### src/iir_consts.svh
/*
 * Widths and limits shared by the biquad test subsystem.
 * Included by the package, the RTL and the testbench.
 */

`ifndef IIR_CONSTS_SVH
`define IIR_CONSTS_SVH

// sample and coefficient formats
`define IIR_WAVE_WIDTH      16  // signed samples
`define IIR_COEF_WIDTH      18  // signed coefficients
`define IIR_Q_BITS          14  // fraction bits of a coefficient
`define IIR_ACC_WIDTH       40  // headroom for five products

// register bus
`define IIR_APB_ADDR_WIDTH  8
`define IIR_APB_DATA_WIDTH  32

// sample timer
`define IIR_COUNTER_WIDTH   16
`define IIR_MIN_PERIOD      8   // sequencer needs 7 cycles per sample

`endif

### src/iir_pkg.sv
/*
 * Types shared by the biquad subsystem: register map, sequencer states,
 * datapath terms and the configuration and control structs.
 */

`default_nettype none

`include "iir_consts.svh"

package iir_pkg;

  // word addresses, byte offset is 4x
  typedef enum logic [2:0] {
    REG_CTRL   = 3'd0,
    REG_PERIOD = 3'd1,
    REG_STEP   = 3'd2,
    REG_B0     = 3'd3,
    REG_B1     = 3'd4,
    REG_B2     = 3'd5,
    REG_A1     = 3'd6,
    REG_A2     = 3'd7
  } iir_reg_e;

  typedef enum logic [2:0] {
    SEQ_IDLE,
    SEQ_B0,
    SEQ_B1,
    SEQ_B2,
    SEQ_A1,
    SEQ_A2,
    SEQ_OUT
  } seq_state_e;

  typedef enum logic [2:0] {
    TERM_B0X0,
    TERM_B1X1,
    TERM_B2X2,
    TERM_A1Y1,
    TERM_A2Y2
  } mac_term_e;

  typedef struct packed {
    logic                                  enable;
    logic                                  bypass;
    logic         [`IIR_COUNTER_WIDTH-1:0] period;
    logic signed  [`IIR_WAVE_WIDTH-1:0]    step;
    logic signed  [`IIR_COEF_WIDTH-1:0]    b0;
    logic signed  [`IIR_COEF_WIDTH-1:0]    b1;
    logic signed  [`IIR_COEF_WIDTH-1:0]    b2;
    logic signed  [`IIR_COEF_WIDTH-1:0]    a1;
    logic signed  [`IIR_COEF_WIDTH-1:0]    a2;
  } iir_cfg_t;

  typedef struct packed {
    logic      mac_en;     // accumulate this cycle
    logic      acc_clear;  // first term overwrites the sum
    mac_term_e term;
    logic      out_load;   // saturate, load y, shift history
  } biquad_ctrl_t;

endpackage

`default_nettype wire

### src/biquad_datapath.sv
/*
 * Direct form I biquad datapath with one shared multiplier. The sequencer
 * picks the term each cycle; the output step scales, saturates and shifts.
 */

`default_nettype none

`include "iir_consts.svh"

module biquad_datapath (
  input  wire                                clk,
  input  wire                                rst,
  input  wire                                enable,
  input  wire                                bypass,
  input  wire  signed [`IIR_COEF_WIDTH-1:0]  b0,
  input  wire  signed [`IIR_COEF_WIDTH-1:0]  b1,
  input  wire  signed [`IIR_COEF_WIDTH-1:0]  b2,
  input  wire  signed [`IIR_COEF_WIDTH-1:0]  a1,
  input  wire  signed [`IIR_COEF_WIDTH-1:0]  a2,
  input  wire  signed [`IIR_WAVE_WIDTH-1:0]  x,
  input  iir_pkg::biquad_ctrl_t              ctrl,
  output logic signed [`IIR_WAVE_WIDTH-1:0]  y
);

  localparam int AW_C = `IIR_ACC_WIDTH;
  localparam int WW_C = `IIR_WAVE_WIDTH;
  localparam logic signed [AW_C-1:0] SAT_MAX_C = (AW_C'(1) << (WW_C - 1)) - 1;
  localparam logic signed [AW_C-1:0] SAT_MIN_C = -(AW_C'(1) << (WW_C - 1));

  logic signed [`IIR_COEF_WIDTH-1:0] coef;
  logic signed [WW_C-1:0]            operand;
  logic signed [AW_C-1:0]            product;
  logic                              subtract;
  logic signed [AW_C-1:0]            acc;
  logic signed [AW_C-1:0]            scaled;
  logic signed [WW_C-1:0]            y_sat;
  logic signed [WW_C-1:0]            x1, x2, y1, y2; // sample history

  ////////////////////////////////////////
  // shared multiplier
  ////////////////////////////////////////
  always_comb begin
    subtract = 1'b0;
    case (ctrl.term)
      iir_pkg::TERM_B0X0: {coef, operand} = {b0, x};
      iir_pkg::TERM_B1X1: {coef, operand} = {b1, x1};
      iir_pkg::TERM_B2X2: {coef, operand} = {b2, x2};
      iir_pkg::TERM_A1Y1: begin
        {coef, operand} = {a1, y1};
        subtract        = 1'b1; // feedback terms enter negated
      end
      iir_pkg::TERM_A2Y2: begin
        {coef, operand} = {a2, y2};
        subtract        = 1'b1;
      end
      default: {coef, operand} = '0;
    endcase
  end

  assign product = AW_C'(coef * operand); // sign extended to the acc width

  always_ff @(posedge clk) begin
    if (ctrl.mac_en) begin
      if (ctrl.acc_clear) acc <= product;
      else if (subtract)  acc <= acc - product;
      else                acc <= acc + product;
    end
  end

  // back to sample scale, then clamp
  assign scaled = acc >>> `IIR_Q_BITS;
  assign y_sat  = (scaled > SAT_MAX_C) ? SAT_MAX_C[WW_C-1:0] :
                  (scaled < SAT_MIN_C) ? SAT_MIN_C[WW_C-1:0] : scaled[WW_C-1:0];

  ////////////////////////////////////////
  // output and history
  ////////////////////////////////////////
  always_ff @(posedge clk) begin
    if (rst || !enable) begin
      y  <= '0;
      x1 <= '0;
      x2 <= '0;
      y1 <= '0;
      y2 <= '0;
    end else if (ctrl.out_load) begin
      y  <= bypass ? x : y_sat; // bypass only touches the output
      x1 <= x;
      x2 <= x1;
      y1 <= y_sat;
      y2 <= y1;
    end
  end

endmodule

`default_nettype wire

### src/biquad_sequencer.sv
/*
 * Biquad sequencer. A tick starts five MAC steps (B0 to A2) and an output
 * step; y_valid follows the output step by one cycle, 7 cycles after tick.
 */

`default_nettype none

module biquad_sequencer (
  input  wire                          clk,
  input  wire                          rst,
  input  wire                          tick,
  output iir_pkg::biquad_ctrl_t        ctrl,
  output logic                         y_valid
);

  iir_pkg::seq_state_e state;
  iir_pkg::seq_state_e state_nxt;

  always_ff @(posedge clk) begin
    if (rst) begin
      state   <= iir_pkg::SEQ_IDLE;
      y_valid <= 1'b0;
    end else begin
      state   <= state_nxt;
      y_valid <= (state == iir_pkg::SEQ_OUT); // y is loaded in the same edge
    end
  end

  ////////////////////////////////////////
  // next state and per-step control
  ////////////////////////////////////////
  always_comb begin
    state_nxt = state;
    ctrl      = '0;
    case (state)
      iir_pkg::SEQ_IDLE: if (tick) state_nxt = iir_pkg::SEQ_B0;
      iir_pkg::SEQ_B0: begin
        ctrl.mac_en    = 1'b1;
        ctrl.acc_clear = 1'b1; // fresh sum per sample
        ctrl.term      = iir_pkg::TERM_B0X0;
        state_nxt      = iir_pkg::SEQ_B1;
      end
      iir_pkg::SEQ_B1: begin
        ctrl.mac_en = 1'b1;
        ctrl.term   = iir_pkg::TERM_B1X1;
        state_nxt   = iir_pkg::SEQ_B2;
      end
      iir_pkg::SEQ_B2: begin
        ctrl.mac_en = 1'b1;
        ctrl.term   = iir_pkg::TERM_B2X2;
        state_nxt   = iir_pkg::SEQ_A1;
      end
      iir_pkg::SEQ_A1: begin
        ctrl.mac_en = 1'b1;
        ctrl.term   = iir_pkg::TERM_A1Y1;
        state_nxt   = iir_pkg::SEQ_A2;
      end
      iir_pkg::SEQ_A2: begin
        ctrl.mac_en = 1'b1;
        ctrl.term   = iir_pkg::TERM_A2Y2;
        state_nxt   = iir_pkg::SEQ_OUT;
      end
      iir_pkg::SEQ_OUT: begin
        ctrl.out_load = 1'b1;
        state_nxt     = iir_pkg::SEQ_IDLE;
      end
      default: state_nxt = iir_pkg::SEQ_IDLE;
    endcase
  end

endmodule

`default_nettype wire

### src/iir_apb_regs.sv
/*
 * APB3 register block for the biquad subsystem. No wait states; bad
 * addresses answer with pslverr and read zero. Drives the config struct.
 */

`default_nettype none

`include "iir_consts.svh"

module iir_apb_regs (
  input  wire                               clk,
  input  wire                               rst,
  input  wire  [`IIR_APB_ADDR_WIDTH-1 : 0]  paddr,
  input  wire                               psel,
  input  wire                               penable,
  input  wire                               pwrite,
  input  wire  [`IIR_APB_DATA_WIDTH-1 : 0]  pwdata,
  output logic                              pready,
  output logic [`IIR_APB_DATA_WIDTH-1 : 0]  prdata,
  output logic                              pslverr,
  output iir_pkg::iir_cfg_t                 cfg
);

  localparam int DW_C = `IIR_APB_DATA_WIDTH;
  localparam int WW_C = `IIR_WAVE_WIDTH;
  localparam int CW_C = `IIR_COEF_WIDTH;
  localparam logic [`IIR_COUNTER_WIDTH-1:0] MIN_PERIOD_C = `IIR_MIN_PERIOD;
  localparam logic signed [CW_C-1:0] COEF_ONE_C = 1 << `IIR_Q_BITS; // 1.0

  logic                            access;
  logic                            addr_err;
  iir_pkg::iir_reg_e               reg_addr;
  logic [`IIR_COUNTER_WIDTH-1:0]   wr_period;

  assign access    = psel && penable;
  assign reg_addr  = iir_pkg::iir_reg_e'(paddr[4:2]);
  assign addr_err  = (paddr[1:0] != 2'b00) || (paddr[`IIR_APB_ADDR_WIDTH-1:5] != '0);
  assign wr_period = (pwdata[`IIR_COUNTER_WIDTH-1:0] < MIN_PERIOD_C) ?
                     MIN_PERIOD_C : pwdata[`IIR_COUNTER_WIDTH-1:0]; // clamp short periods

  assign pready  = access; // never stalls
  assign pslverr = access && addr_err;

  ////////////////////////////////////////
  // register writes, access phase only
  ////////////////////////////////////////
  always_ff @(posedge clk) begin
    if (rst) begin
      cfg        <= '0;
      cfg.period <= MIN_PERIOD_C;
      cfg.b0     <= COEF_ONE_C; // pass-through until programmed
    end else if (access && pwrite && !addr_err) begin
      case (reg_addr)
        iir_pkg::REG_CTRL: begin
          cfg.enable <= pwdata[0];
          cfg.bypass <= pwdata[1];
        end
        iir_pkg::REG_PERIOD: cfg.period <= wr_period;
        iir_pkg::REG_STEP:   cfg.step   <= pwdata[WW_C-1:0];
        iir_pkg::REG_B0:     cfg.b0     <= pwdata[CW_C-1:0];
        iir_pkg::REG_B1:     cfg.b1     <= pwdata[CW_C-1:0];
        iir_pkg::REG_B2:     cfg.b2     <= pwdata[CW_C-1:0];
        iir_pkg::REG_A1:     cfg.a1     <= pwdata[CW_C-1:0];
        iir_pkg::REG_A2:     cfg.a2     <= pwdata[CW_C-1:0];
      endcase
    end
  end

  // readback, signed fields come back sign extended
  always_comb begin
    prdata = '0;
    if (access && !addr_err) begin
      case (reg_addr)
        iir_pkg::REG_CTRL:   prdata[1:0] = {cfg.bypass, cfg.enable};
        iir_pkg::REG_PERIOD: prdata[`IIR_COUNTER_WIDTH-1:0] = cfg.period;
        iir_pkg::REG_STEP:   prdata = {{(DW_C-WW_C){cfg.step[WW_C-1]}}, cfg.step};
        iir_pkg::REG_B0:     prdata = {{(DW_C-CW_C){cfg.b0[CW_C-1]}}, cfg.b0};
        iir_pkg::REG_B1:     prdata = {{(DW_C-CW_C){cfg.b1[CW_C-1]}}, cfg.b1};
        iir_pkg::REG_B2:     prdata = {{(DW_C-CW_C){cfg.b2[CW_C-1]}}, cfg.b2};
        iir_pkg::REG_A1:     prdata = {{(DW_C-CW_C){cfg.a1[CW_C-1]}}, cfg.a1};
        iir_pkg::REG_A2:     prdata = {{(DW_C-CW_C){cfg.a2[CW_C-1]}}, cfg.a2};
      endcase
    end
  end

endmodule

`default_nettype wire

### src/iir_biquad_system.sv
/*
 * Biquad test subsystem: APB3 registers, sample timer, sawtooth source,
 * sequencer and datapath. y is held between y_valid pulses.
 */

`default_nettype none

`include "iir_consts.svh"

module iir_biquad_system (
  input  wire                                clk,
  input  wire                                rst,
  input  wire  [`IIR_APB_ADDR_WIDTH-1 : 0]   paddr,
  input  wire                                psel,
  input  wire                                penable,
  input  wire                                pwrite,
  input  wire  [`IIR_APB_DATA_WIDTH-1 : 0]   pwdata,
  output logic                               pready,
  output logic [`IIR_APB_DATA_WIDTH-1 : 0]   prdata,
  output logic                               pslverr,
  output logic signed [`IIR_WAVE_WIDTH-1:0]  y,
  output logic                               y_valid
);

  iir_pkg::iir_cfg_t                 cfg;
  iir_pkg::biquad_ctrl_t             ctrl;
  logic                              tick;
  logic signed [`IIR_WAVE_WIDTH-1:0] x;

  iir_apb_regs regs_i (
    .clk     ( clk     ), // input
    .rst     ( rst     ), // input
    .paddr   ( paddr   ), // input
    .psel    ( psel    ), // input
    .penable ( penable ), // input
    .pwrite  ( pwrite  ), // input
    .pwdata  ( pwdata  ), // input
    .pready  ( pready  ), // output
    .prdata  ( prdata  ), // output
    .pslverr ( pslverr ), // output
    .cfg     ( cfg     )  // output
  );

  sample_enable_timer timer_i (
    .clk    ( clk        ),
    .rst    ( rst        ),
    .enable ( cfg.enable ),
    .period ( cfg.period ),
    .tick   ( tick       )  // output
  );

  saw_oscillator osc_i (
    .clk    ( clk        ),
    .rst    ( rst        ),
    .enable ( cfg.enable ),
    .tick   ( tick       ),
    .step   ( cfg.step   ),
    .x      ( x          )  // output
  );

  biquad_sequencer seq_i (
    .clk     ( clk     ),
    .rst     ( rst     ),
    .tick    ( tick    ),
    .ctrl    ( ctrl    ), // output
    .y_valid ( y_valid )  // output
  );

  biquad_datapath dp_i (
    .clk    ( clk        ),
    .rst    ( rst        ),
    .enable ( cfg.enable ),
    .bypass ( cfg.bypass ),
    .b0     ( cfg.b0     ),
    .b1     ( cfg.b1     ),
    .b2     ( cfg.b2     ),
    .a1     ( cfg.a1     ),
    .a2     ( cfg.a2     ),
    .x      ( x          ),
    .ctrl   ( ctrl       ),
    .y      ( y          )  // output
  );

endmodule

`default_nettype wire

### src/sample_enable_timer.sv
/*
 * Sampling enable. Counts 0 to period-1 and pulses tick as the count
 * wraps, so the first tick lands period cycles after enable rises.
 */

`default_nettype none

`include "iir_consts.svh"

module sample_enable_timer (
  input  wire                               clk,
  input  wire                               rst,
  input  wire                               enable,
  input  wire  [`IIR_COUNTER_WIDTH-1 : 0]   period,
  output logic                              tick
);

  logic [`IIR_COUNTER_WIDTH-1:0] count;

  always_ff @(posedge clk) begin
    if (rst || !enable) begin
      count <= '0; // held while disabled
      tick  <= 1'b0;
    end else if (count == period - 1'b1) begin
      count <= '0;
      tick  <= 1'b1; // high in the cycle after the wrap
    end else begin
      count <= count + 1'b1;
      tick  <= 1'b0;
    end
  end

endmodule

`default_nettype wire

### src/saw_oscillator.sv
/*
 * Sawtooth source. On each tick the current phase is presented on x and
 * the phase then advances by step, wrapping at the wave width.
 */

`default_nettype none

`include "iir_consts.svh"

module saw_oscillator (
  input  wire                                clk,
  input  wire                                rst,
  input  wire                                enable,
  input  wire                                tick,
  input  wire  signed [`IIR_WAVE_WIDTH-1:0]  step,
  output logic signed [`IIR_WAVE_WIDTH-1:0]  x
);

  logic signed [`IIR_WAVE_WIDTH-1:0] phase;

  always_ff @(posedge clk) begin
    if (rst || !enable) begin
      phase <= '0; // restart from zero phase
      x     <= '0;
    end else if (tick) begin
      x     <= phase;
      phase <= phase + step; // two's complement wrap
    end
  end

endmodule

`default_nettype wire

### config.mk
export PLATFORM = sky130hd
export DESIGN_NAME = iir_biquad_system
export DESIGN_NICKNAME = d
export VERILOG_FILES = /design/src/iir_pkg.sv /design/src/biquad_datapath.sv /design/src/biquad_sequencer.sv /design/src/iir_apb_regs.sv /design/src/iir_biquad_system.sv /design/src/sample_enable_timer.sv /design/src/saw_oscillator.sv
export VERILOG_INCLUDE_DIRS = /design/src
export SDC_FILE = /design/constraint.sdc
export NUM_CORES = 2
export LEC_CHECK = 0
export ABC_AREA = 1
export ABC_CLOCK_PERIOD_IN_PS = 11100
export BUFFER_PORTS_ARGS = -buffer_cell sky130_fd_sc_hd__buf_4
export CORE_MARGIN = 2
export CORE_UTILIZATION = 49
export CTS_CLUSTER_SIZE = 28
export DETAILED_ROUTE_END_ITERATION = 16
export PLACE_DENSITY = 0.75
export RECOVER_POWER = 100
export SLEW_MARGIN = 30
export SYNTH_ARGS = -nofsm -noshare
export SYNTH_HDL_FRONTEND = slang
export SYNTH_SLANG_ARGS = --single-unit
### constraint.sdc
create_clock -name clk -period 11.1 [get_ports clk]
set_clock_uncertainty 0.1 [all_clocks]
set_input_delay 2.775 -clock clk [delete_from_list [all_inputs] [get_ports clk]]
set_output_delay 2.775 -clock clk [all_outputs]
set_load 0.02 [all_outputs]
=== Word level (Yosys, flattened, before mapping) ===
Cells that the tools add are included.

* Bits in registers: 297
* Input bits: 45
* Output and inout port bits: 51
* Logic and storage cells: 94

* Add/subtract/negate cells: 5
* Multiply operators: 1
* Magnitude comparators: 3
* Equality and inequality tests: 19
* Mux-type cells: 20
* Reduce and logical (&&, ||, !) cells: 25

{| class="wikitable"
|+ Operators by type and width
! cell !! number
|-
| one-hot mux 14 bit (7 select lines) || 1
|-
| one-hot mux 16 bit (6 select lines) || 1
|-
| one-hot mux 18 bit (5 select lines) || 1
|-
| 2-to-1 mux 40 bit || 2
|-
| one-hot mux 16 bit (5 select lines) || 1
|-
| 2-to-1 mux 16 bit || 4
|-
| adder 40 x 34 -> 40 bit || 1
|-
| subtractor 40 x 34 -> 40 bit || 1
|-
| multiplier 18 x 16 -> 34 bit || 1
|-
| 2-to-1 mux 32 bit || 1
|-
| greater-than comparator 26 x 16 -> 1 bit, second input constant || 1
|-
| < comparator 26 x 16 -> 1 bit, second input constant || 1
|-
| == test 3 bit, second input constant || 8
|-
| == test 3 x 2 -> 1 bit, second input constant || 6
|-
| one-hot mux 3 bit (6 select lines) || 1
|-
| adder 16 x 1 -> 16 bit, second input constant || 1
|-
| adder 16 bit || 1
|-
| == test 16 bit || 1
|-
| < comparator 16 x 4 -> 1 bit, second input constant || 1
|-
| one-hot mux 2 bit (8 select lines) || 1
|-
| AND reduction 2 bit || 8
|-
| subtractor 16 x 1 -> 16 bit, second input constant || 1
|-
| one-hot mux 3 bit (4 select lines) || 1
|-
| == test 3 x 1 -> 1 bit, second input constant || 3
|-
| other kinds (11) || 24
|}

=== Depth between registers and ports, before layout ===
* Depth after elaboration: 8
* Depth in mapped cells: 59
* Depth with buffers taken out: 57

=== By module ===
From an unflattened synthesis, not the netlist that was laid out.

* Cells, all modules: 4,758
* Area total of the unflattened synthesis: 31,670.4 µm²

{| class="wikitable"
|+ By module, submodules not included
! module !! instances !! cells each !! area each (µm²)
|-
| biquad_datapath || 1 || 3,079 || 21,389.3
|-
| iir_apb_regs || 1 || 1,075 || 6,515.0
|-
| saw_oscillator || 1 || 333 || 2,083.2
|-
| sample_enable_timer || 1 || 234 || 1,442.6
|-
| biquad_sequencer || 1 || 37 || 240.2
|}

=== Worst setup path after synthesis ===
No wires, ideal clock.

* Path type: register to register
* Start: reg seq_i.state[1]
* End: reg dp_i.acc[35], data pin
* Library setup time: 0.258 ns
* Arrival: 8.393 ns
* Data required time: 10.742 ns
* Path slack: 2.349 ns
* Stages on the path, launching flop included: 44
* Path buffers: 2
* Period minus slack after synthesis: 8.751 ns
* Cells stage by stage: dfxtp_1 > inv_1 > nand2_2 > nand2_2 > clkbuf_1 > o221ai_1 > clkbuf_1 > nand2_1 > fa_1 > inv_1 > fa_1 > fa_1 > fa_1 > fa_1 > inv_1 > fa_1 > inv_1 > ha_1 > [8 not listed] > nor2_1 > nand3_1 > nor2_1 > nand3_1 > xor2_1 > nand2_1 > o21ai_1 > ha_1 > a21o_1 > a21oi_1 > o21ai_0 > o21bai_1 > nand2_1 > nand2_1 > a21o_1 > or2_2 > nand3_1 > nand2_1

* Longest elaborated chain between the ends: 8
* Elaborated cells on any way between the ends: 21
* Classes of those cells: add/sub (2); mul (1); eq/ne (9); mux (7); reduce/logical (2)

{| class="wikitable"
|+ Ends and longest elaborated chain
! what !! line !! RTL
|-
| start: declaration || biquad_sequencer.sv:16 || <nowiki>iir_pkg::seq_state_e state;</nowiki>
|-
| start signal: assignment || biquad_sequencer.sv:21 || <nowiki>state <= iir_pkg::SEQ_IDLE;</nowiki>
|-
| start signal: assignment || biquad_sequencer.sv:24 || <nowiki>state <= state_nxt;</nowiki>
|-
| == test 3 bit / == test 3 x 2 -> 1 bit (equally long branches) || biquad_sequencer.sv:35 || <nowiki>case (state)</nowiki>
|-
| one-hot mux 3 bit (4 select lines) || biquad_sequencer.sv:35 ||
|-
| == test 3 bit, or another cell as far along || biquad_datapath.sv:44 || <nowiki>case (ctrl.term)</nowiki>
|-
| one-hot mux 18 bit (5 select lines) / one-hot mux 16 bit (5 select lines) (equally long branches) || biquad_datapath.sv:44 ||
|-
| multiplier 18 x 16 -> 34 bit || biquad_datapath.sv:60 || <nowiki>assign product = AW_C'(coef * operand);</nowiki>
|-
| adder 40 x 34 -> 40 bit / subtractor 40 x 34 -> 40 bit (equally long branches) || biquad_datapath.sv:66, biquad_datapath.sv:65 ||
|-
| 2-to-1 mux 40 bit || biquad_datapath.sv:65 || <nowiki>else if (subtract) acc <= acc - product;</nowiki>
|-
| 2-to-1 mux 40 bit (*) || biquad_datapath.sv:64 || <nowiki>if (ctrl.acc_clear) acc <= product;</nowiki>
|-
| end signal: assignment || biquad_datapath.sv:64 ||
|-
| end signal: assignment || biquad_datapath.sv:65 ||
|-
| end signal: assignment || biquad_datapath.sv:66 || <nowiki>else acc <= acc + product;</nowiki>
|-
| end: declaration || biquad_datapath.sv:34 || <nowiki>logic signed [AW_C-1:0] acc;</nowiki>
|}

Mark *: on every way between the ends. The rest lies on a longest branch, timed or not.
A chain may end at the register's enable or synchronous reset.

=== Worst setup path in the final report ===
* Start: reg seq_i.state[0]
* End: reg dp_i.acc[35], data pin

The elaborated chain is that of the path after synthesis.

==> flow_results.xml <==
<?xml version="1.0" encoding="UTF-8"?>
<metrics>
  <group name="power_and_ir_drop">
    <metric name="share_clk_of_total_power" unit="">0.435</metric>
    <metric name="cellInternalPower" unit="uW">2050</metric>
    <metric name="power.total" unit="uW">2850</metric>
    <metric name="ir_drop" unit="mV">0.0961</metric>
    <metric name="part_of_the_total_power_dissipated_in_combinational_logic" unit="">0.159</metric>
    <metric name="p_sw_frac" unit="">0.283</metric>
    <metric name="seq_power_share" unit="">0.407</metric>
    <metric name="p_leak" unit="uW">0.0163</metric>
    <metric name="total_switching_power" unit="uW">806</metric>
    <metric name="power_per_cell_area" unit="mW/mm^2">88.3</metric>
  </group>
  <group name="routing">
    <metric name="detail_routed_via_count_per_cell" unit="">5.42</metric>
    <metric name="final_wirelength" unit="microns">85300</metric>
    <metric name="drcViolationCount" unit="">0</metric>
    <metric name="drt_iter0_markers" unit="">2341</metric>
    <metric name="final_antenna_net_count" unit="">0</metric>
    <metric name="drt_first_pass_iters" unit="">8</metric>
    <metric name="dr_total_vias" unit="">27000</metric>
    <metric name="post_drt_wl_per_cell" unit="microns">17.1</metric>
  </group>
  <group name="clocking">
    <metric name="clockBufferDepth" unit="">3</metric>
    <metric name="tritoncts" unit="">yes</metric>
    <metric name="cts_root_buffer" unit="">sky130_fd_sc_hd__clkbuf_16</metric>
    <metric name="cts.repair_timing.setup_buffer_count" unit="">0</metric>
    <metric name="post_cts_resized" unit="">0</metric>
    <metric name="cts_hold_buffers" unit="">0</metric>
    <metric name="clock_tree.htree_level_count" unit="">2</metric>
    <metric name="clkTransAtPathRegs" unit="ps">60</metric>
    <metric name="number_of_buffers_added_by_the_clock_tree_synthesis_step" unit="">34</metric>
    <metric name="clk-insertion-delay-late" unit="ps">570</metric>
    <metric name="clock_sinks" unit="">297</metric>
  </group>
  <group name="floorplanning">
    <metric name="die_w" unit="microns">249</metric>
    <metric name="design.die.area" unit="sq mm">0.0619</metric>
    <metric name="io_pins" unit="">96</metric>
    <metric name="num_rows" unit="">89</metric>
    <metric name="core_region_area" unit="sq mm">0.0591</metric>
    <metric name="die_y" unit="microns">249</metric>
    <metric name="initial_core_util" unit="">0.496</metric>
  </group>
  <group name="critical_path">
    <metric name="worst_path_max_delay_cell" unit="">sky130_fd_sc_hd__fa_1</metric>
    <metric name="worst-r2r-setup-slack" unit="ps">710</metric>
    <metric name="worstPathMaxFanout" unit="">12</metric>
    <metric name="worst-r2r-cell-count" unit="">42</metric>
    <metric name="critPathBufInv" unit="">6</metric>
    <metric name="worst_path_largest_cell_delay" unit="ps">820</metric>
    <metric name="critical-path-top-delay-family" unit="">adder cells</metric>
    <metric name="crit_path_end_kind" unit="">flip-flop</metric>
    <metric name="r2r_start" unit="">seq_i.state[0]$_SDFFE_PP0P_</metric>
    <metric name="worst_setup_path_start_kind" unit="">flip-flop</metric>
    <metric name="criticalPathCategory" unit="">flip-flop to flip-flop</metric>
    <metric name="cp_data_arrival_time" unit="ps">10590</metric>
    <metric name="worst_r2r_endpoint" unit="">dp_i.acc[35]$_DFFE_PP_</metric>
    <metric name="worst_path_most_repeated_cell" unit="">sky130_fd_sc_hd__nand2_1</metric>
    <metric name="required" unit="ps">11290</metric>
  </group>
  <group name="grt">
    <metric name="global_routing_usage_summed_across_all_routing_layers" unit="">0.275</metric>
    <metric name="busiest_layer" unit="">met2</metric>
    <metric name="global_route_wire_length_before_repair" unit="microns">137000</metric>
    <metric name="grt_max_degree" unit="">103</metric>
    <metric name="groute.layer.met3.usage" unit="">0.0459</metric>
    <metric name="grt_util_met2" unit="">0.457</metric>
    <metric name="grt_antenna_before_repair" unit="">3</metric>
    <metric name="globalRouteMet1Util" unit="">0.364</metric>
    <metric name="grt.overflow.total" unit="">0</metric>
    <metric name="grt_pass1_vias" unit="">26400</metric>
  </group>
  <group name="synth">
    <metric name="yosys.cell_types.count" unit="">60</metric>
    <metric name="post_synth_mux_area_share" unit="">0</metric>
    <metric name="synth_most_common_cell" unit="">sky130_fd_sc_hd__inv_1</metric>
    <metric name="synth_fa_ha_area_frac" unit="">0.260</metric>
    <metric name="post_synth.cell_area_avg" unit="sq um">7.17</metric>
    <metric name="yosysWarningCount" unit="">0</metric>
    <metric name="post_synth_main_area_contributors" unit="">sky130_fd_sc_hd__fa_1, sky130_fd_sc_hd__dfxtp_1, sky130_fd_sc_hd__inv_1, sky130_fd_sc_hd__nand2_1, sky130_fd_sc_hd__ha_1</metric>
    <metric name="ys_seq_area_frac" unit="">0.216</metric>
    <metric name="synth_simple_gate_area_share" unit="">0.199</metric>
    <metric name="synth_compound_area_frac" unit="">0.153</metric>
    <metric name="postSynthCellCount" unit="">4096</metric>
    <metric name="async_reset_ff_frac" unit="">0</metric>
    <metric name="yosysTopAreaCell" unit="">sky130_fd_sc_hd__fa_1</metric>
    <metric name="synth_top_family_by_area" unit="">adder cells</metric>
    <metric name="synthesis.area" unit="sq mm">0.0294</metric>
    <metric name="ys_seq_elements" unit="">297</metric>
    <metric name="number_of_flops_mapped_to_enable_cells_by_yosys" unit="">40</metric>
    <metric name="synthDominantCellAreaShare" unit="">0.199</metric>
    <metric name="synth.top_cells.by_count" unit="">sky130_fd_sc_hd__inv_1, sky130_fd_sc_hd__nand2_1, sky130_fd_sc_hd__a21oi_1, sky130_fd_sc_hd__fa_1, sky130_fd_sc_hd__o21ai_0</metric>
    <metric name="synth_top_flop_cell" unit="">sky130_fd_sc_hd__dfxtp_1</metric>
    <metric name="synth-xor-area-share" unit="">0.0318</metric>
    <metric name="synth_nets" unit="">4576</metric>
  </group>
  <group name="place">
    <metric name="post_dp_cell_area" unit="sq mm">0.0313</metric>
    <metric name="place.port_buffers" unit="">81</metric>
    <metric name="routability_driven_placement_congestion_ratio" unit="">0.932</metric>
    <metric name="hpwlAfterDp" unit="microns">64200</metric>
  </group>
  <group name="final_layout">
    <metric name="nNetsFinal" unit="">4665</metric>
    <metric name="drive_above_1_share" unit="">0.0748</metric>
    <metric name="final_area" unit="sq mm">0.0323</metric>
    <metric name="syn2layout_area_growth" unit="%">9.99</metric>
  </group>
  <group name="sta">
    <metric name="final_setup_violation_count" unit="">0</metric>
    <metric name="finalWorstPathRequiredPeriod" unit="ps">10390</metric>
    <metric name="maxSlewViolCount" unit="">324</metric>
    <metric name="worst_pin_slew" unit="ps">3790</metric>
    <metric name="max_slew_margin" unit="">-1.52</metric>
    <metric name="achievable-frequency" unit="MHz">96.2</metric>
    <metric name="fin_crit_sh" unit="">0.936</metric>
    <metric name="final_count_of_hold_timing_violations" unit="">0</metric>
    <metric name="unrepaired_setup_endpoints_after_global_routing" unit="">false</metric>
    <metric name="setup_tns" unit="ps">0</metric>
  </group>
  <group name="min_path">
    <metric name="hold_critical_path_endpoint" unit="">dp_i.y2[2]$_SDFFE_PP0P_</metric>
    <metric name="holdPathStages" unit="">2</metric>
    <metric name="worst_hold_path_type" unit="">flip-flop to flip-flop</metric>
    <metric name="holdCritStartpoint" unit="">dp_i.y2[2]$_SDFFE_PP0P_</metric>
  </group>
  <group name="run_status">
    <metric name="run_status" unit="">complete, but fails checks</metric>
    <metric name="violations" unit="">max-capacitance violations, max-slew violations</metric>
  </group>
  <group name="flow_run">
    <metric name="cap_viol_max_count" unit="">6</metric>
  </group>
</metrics>
==> power by group through the flow <==
stage	clock (uW)	combinational, uW	sequential, uW
detailed placement	0	445	1180
global route	1290	501	1160
global placement	0	440	1180
finish	1240	452	1160
floorplan	0	290	1170
CTS	1250	448	1160
==> logic make-up (layout without fill, tap and decap cells) <==
kind of cell    count (synthesis)  count (layout)
simple gates                 1372            1372
buf+inv                      1079            1193
compound gates                809             809
fa+ha+maj                     435             435
flops                         297             297
xor+xnor                      104             104
other cells                     0               1
==> how the worst max path moves through the flow <==
stage / start / to / slack [ps] / depth (start not counted)
final: seq_i.state[0]$_SDFFE_PP0P_ / dp_i.acc[35]$_DFFE_PP_ / 710 / 42
after global routing: seq_i.state[0]$_SDFFE_PP0P_ / dp_i.acc[39]$_DFFE_PP_ / 70 / 46
after CTS: seq_i.state[0]$_SDFFE_PP0P_ / dp_i.acc[35]$_DFFE_PP_ / 910 / 44
after detailed placement: seq_i.state[0]$_SDFFE_PP0P_ / dp_i.acc[35]$_DFFE_PP_ / 940 / 44
after global placement: seq_i.state[2]$_SDFFE_PP0P_ / dp_i.acc[35]$_DFFE_PP_ / 1070 / 46
after floorplan: seq_i.state[1]$_SDFFE_PP0P_ / dp_i.acc[35]$_DFFE_PP_ / 2350 / 43
==> sequential cells by signal, summed over array words and instances, names as in the netlist <==
name	cells
dp_i.x2	16
dp_i.x1	16
dp_i.y2	16
seq_i.y_valid	1
timer_i.count	16
osc_i.phase	16
regs_i.cfg	124
dp_i.y1	16
osc_i.x	16
timer_i.tick	1
dp_i.y	16
seq_i.state	3
dp_i.acc	40
==> per-layer routing <==
layer	share of wire	vias to the layer above
met3	0.086	194
met4	0.033	4
met2	0.46	1066
li1	-	13000
met5	0.00030	-
met1	0.42	12700
==> cells in the final DEF, fill, tap and decap left out, drive strengths merged, types with 8 or more instances in the layout <==
cell type  instances
a21oi            353
nand2            862
a31oi             16
buf              153
xnor2             32
nand4             38
a22oi              8
o22ai             55
clkbuf           107
nand3            136
nor4              13
edfxtp            40
dfxtp            257
inv              908
o21ai            283
nor2             259
fa               292
ha               143
a21o              11
clkinv            18
or2               18
xor2              72
nor3              28
a221oi            21
o221ai            19
==> metrics by stage <==
stage	hold slack, ps	util	setup WS, ps	cells
detailed placement	345	0.530	944	4922
CTS	355	0.551	907	4983
global route	392	0.546	65.1	4983
finish	358	0.546	706	4984
global placement	346	0.530	1070	4922
floorplan	330	-	2350	4096
==> worst reg2reg max path: cells and delay by family (launching register included) <==
family / cells / cell delay, ps
AO/OA/AOI/OAI: 7 / 1250
AND/OR/NAND/NOR: 20 / 2720
adder cells (fa/ha/maj): 8 / 4250
buffers and inverters: 6 / 1190
flip-flops: 1 / 510
XOR/XNOR: 1 / 160
==> layout make-up <==
type                    count  area, sq um
clock buffers              42          972
multi-input cells        2720        18900
clock inverters            19          262
inverters                 914         3430
well taps                 773          967
fillers                  5579        26800
repair buffers            218         1430
flip-flops and latches    297         6350
diodes                      1         2.50
(Power assumes the default switching activity.)
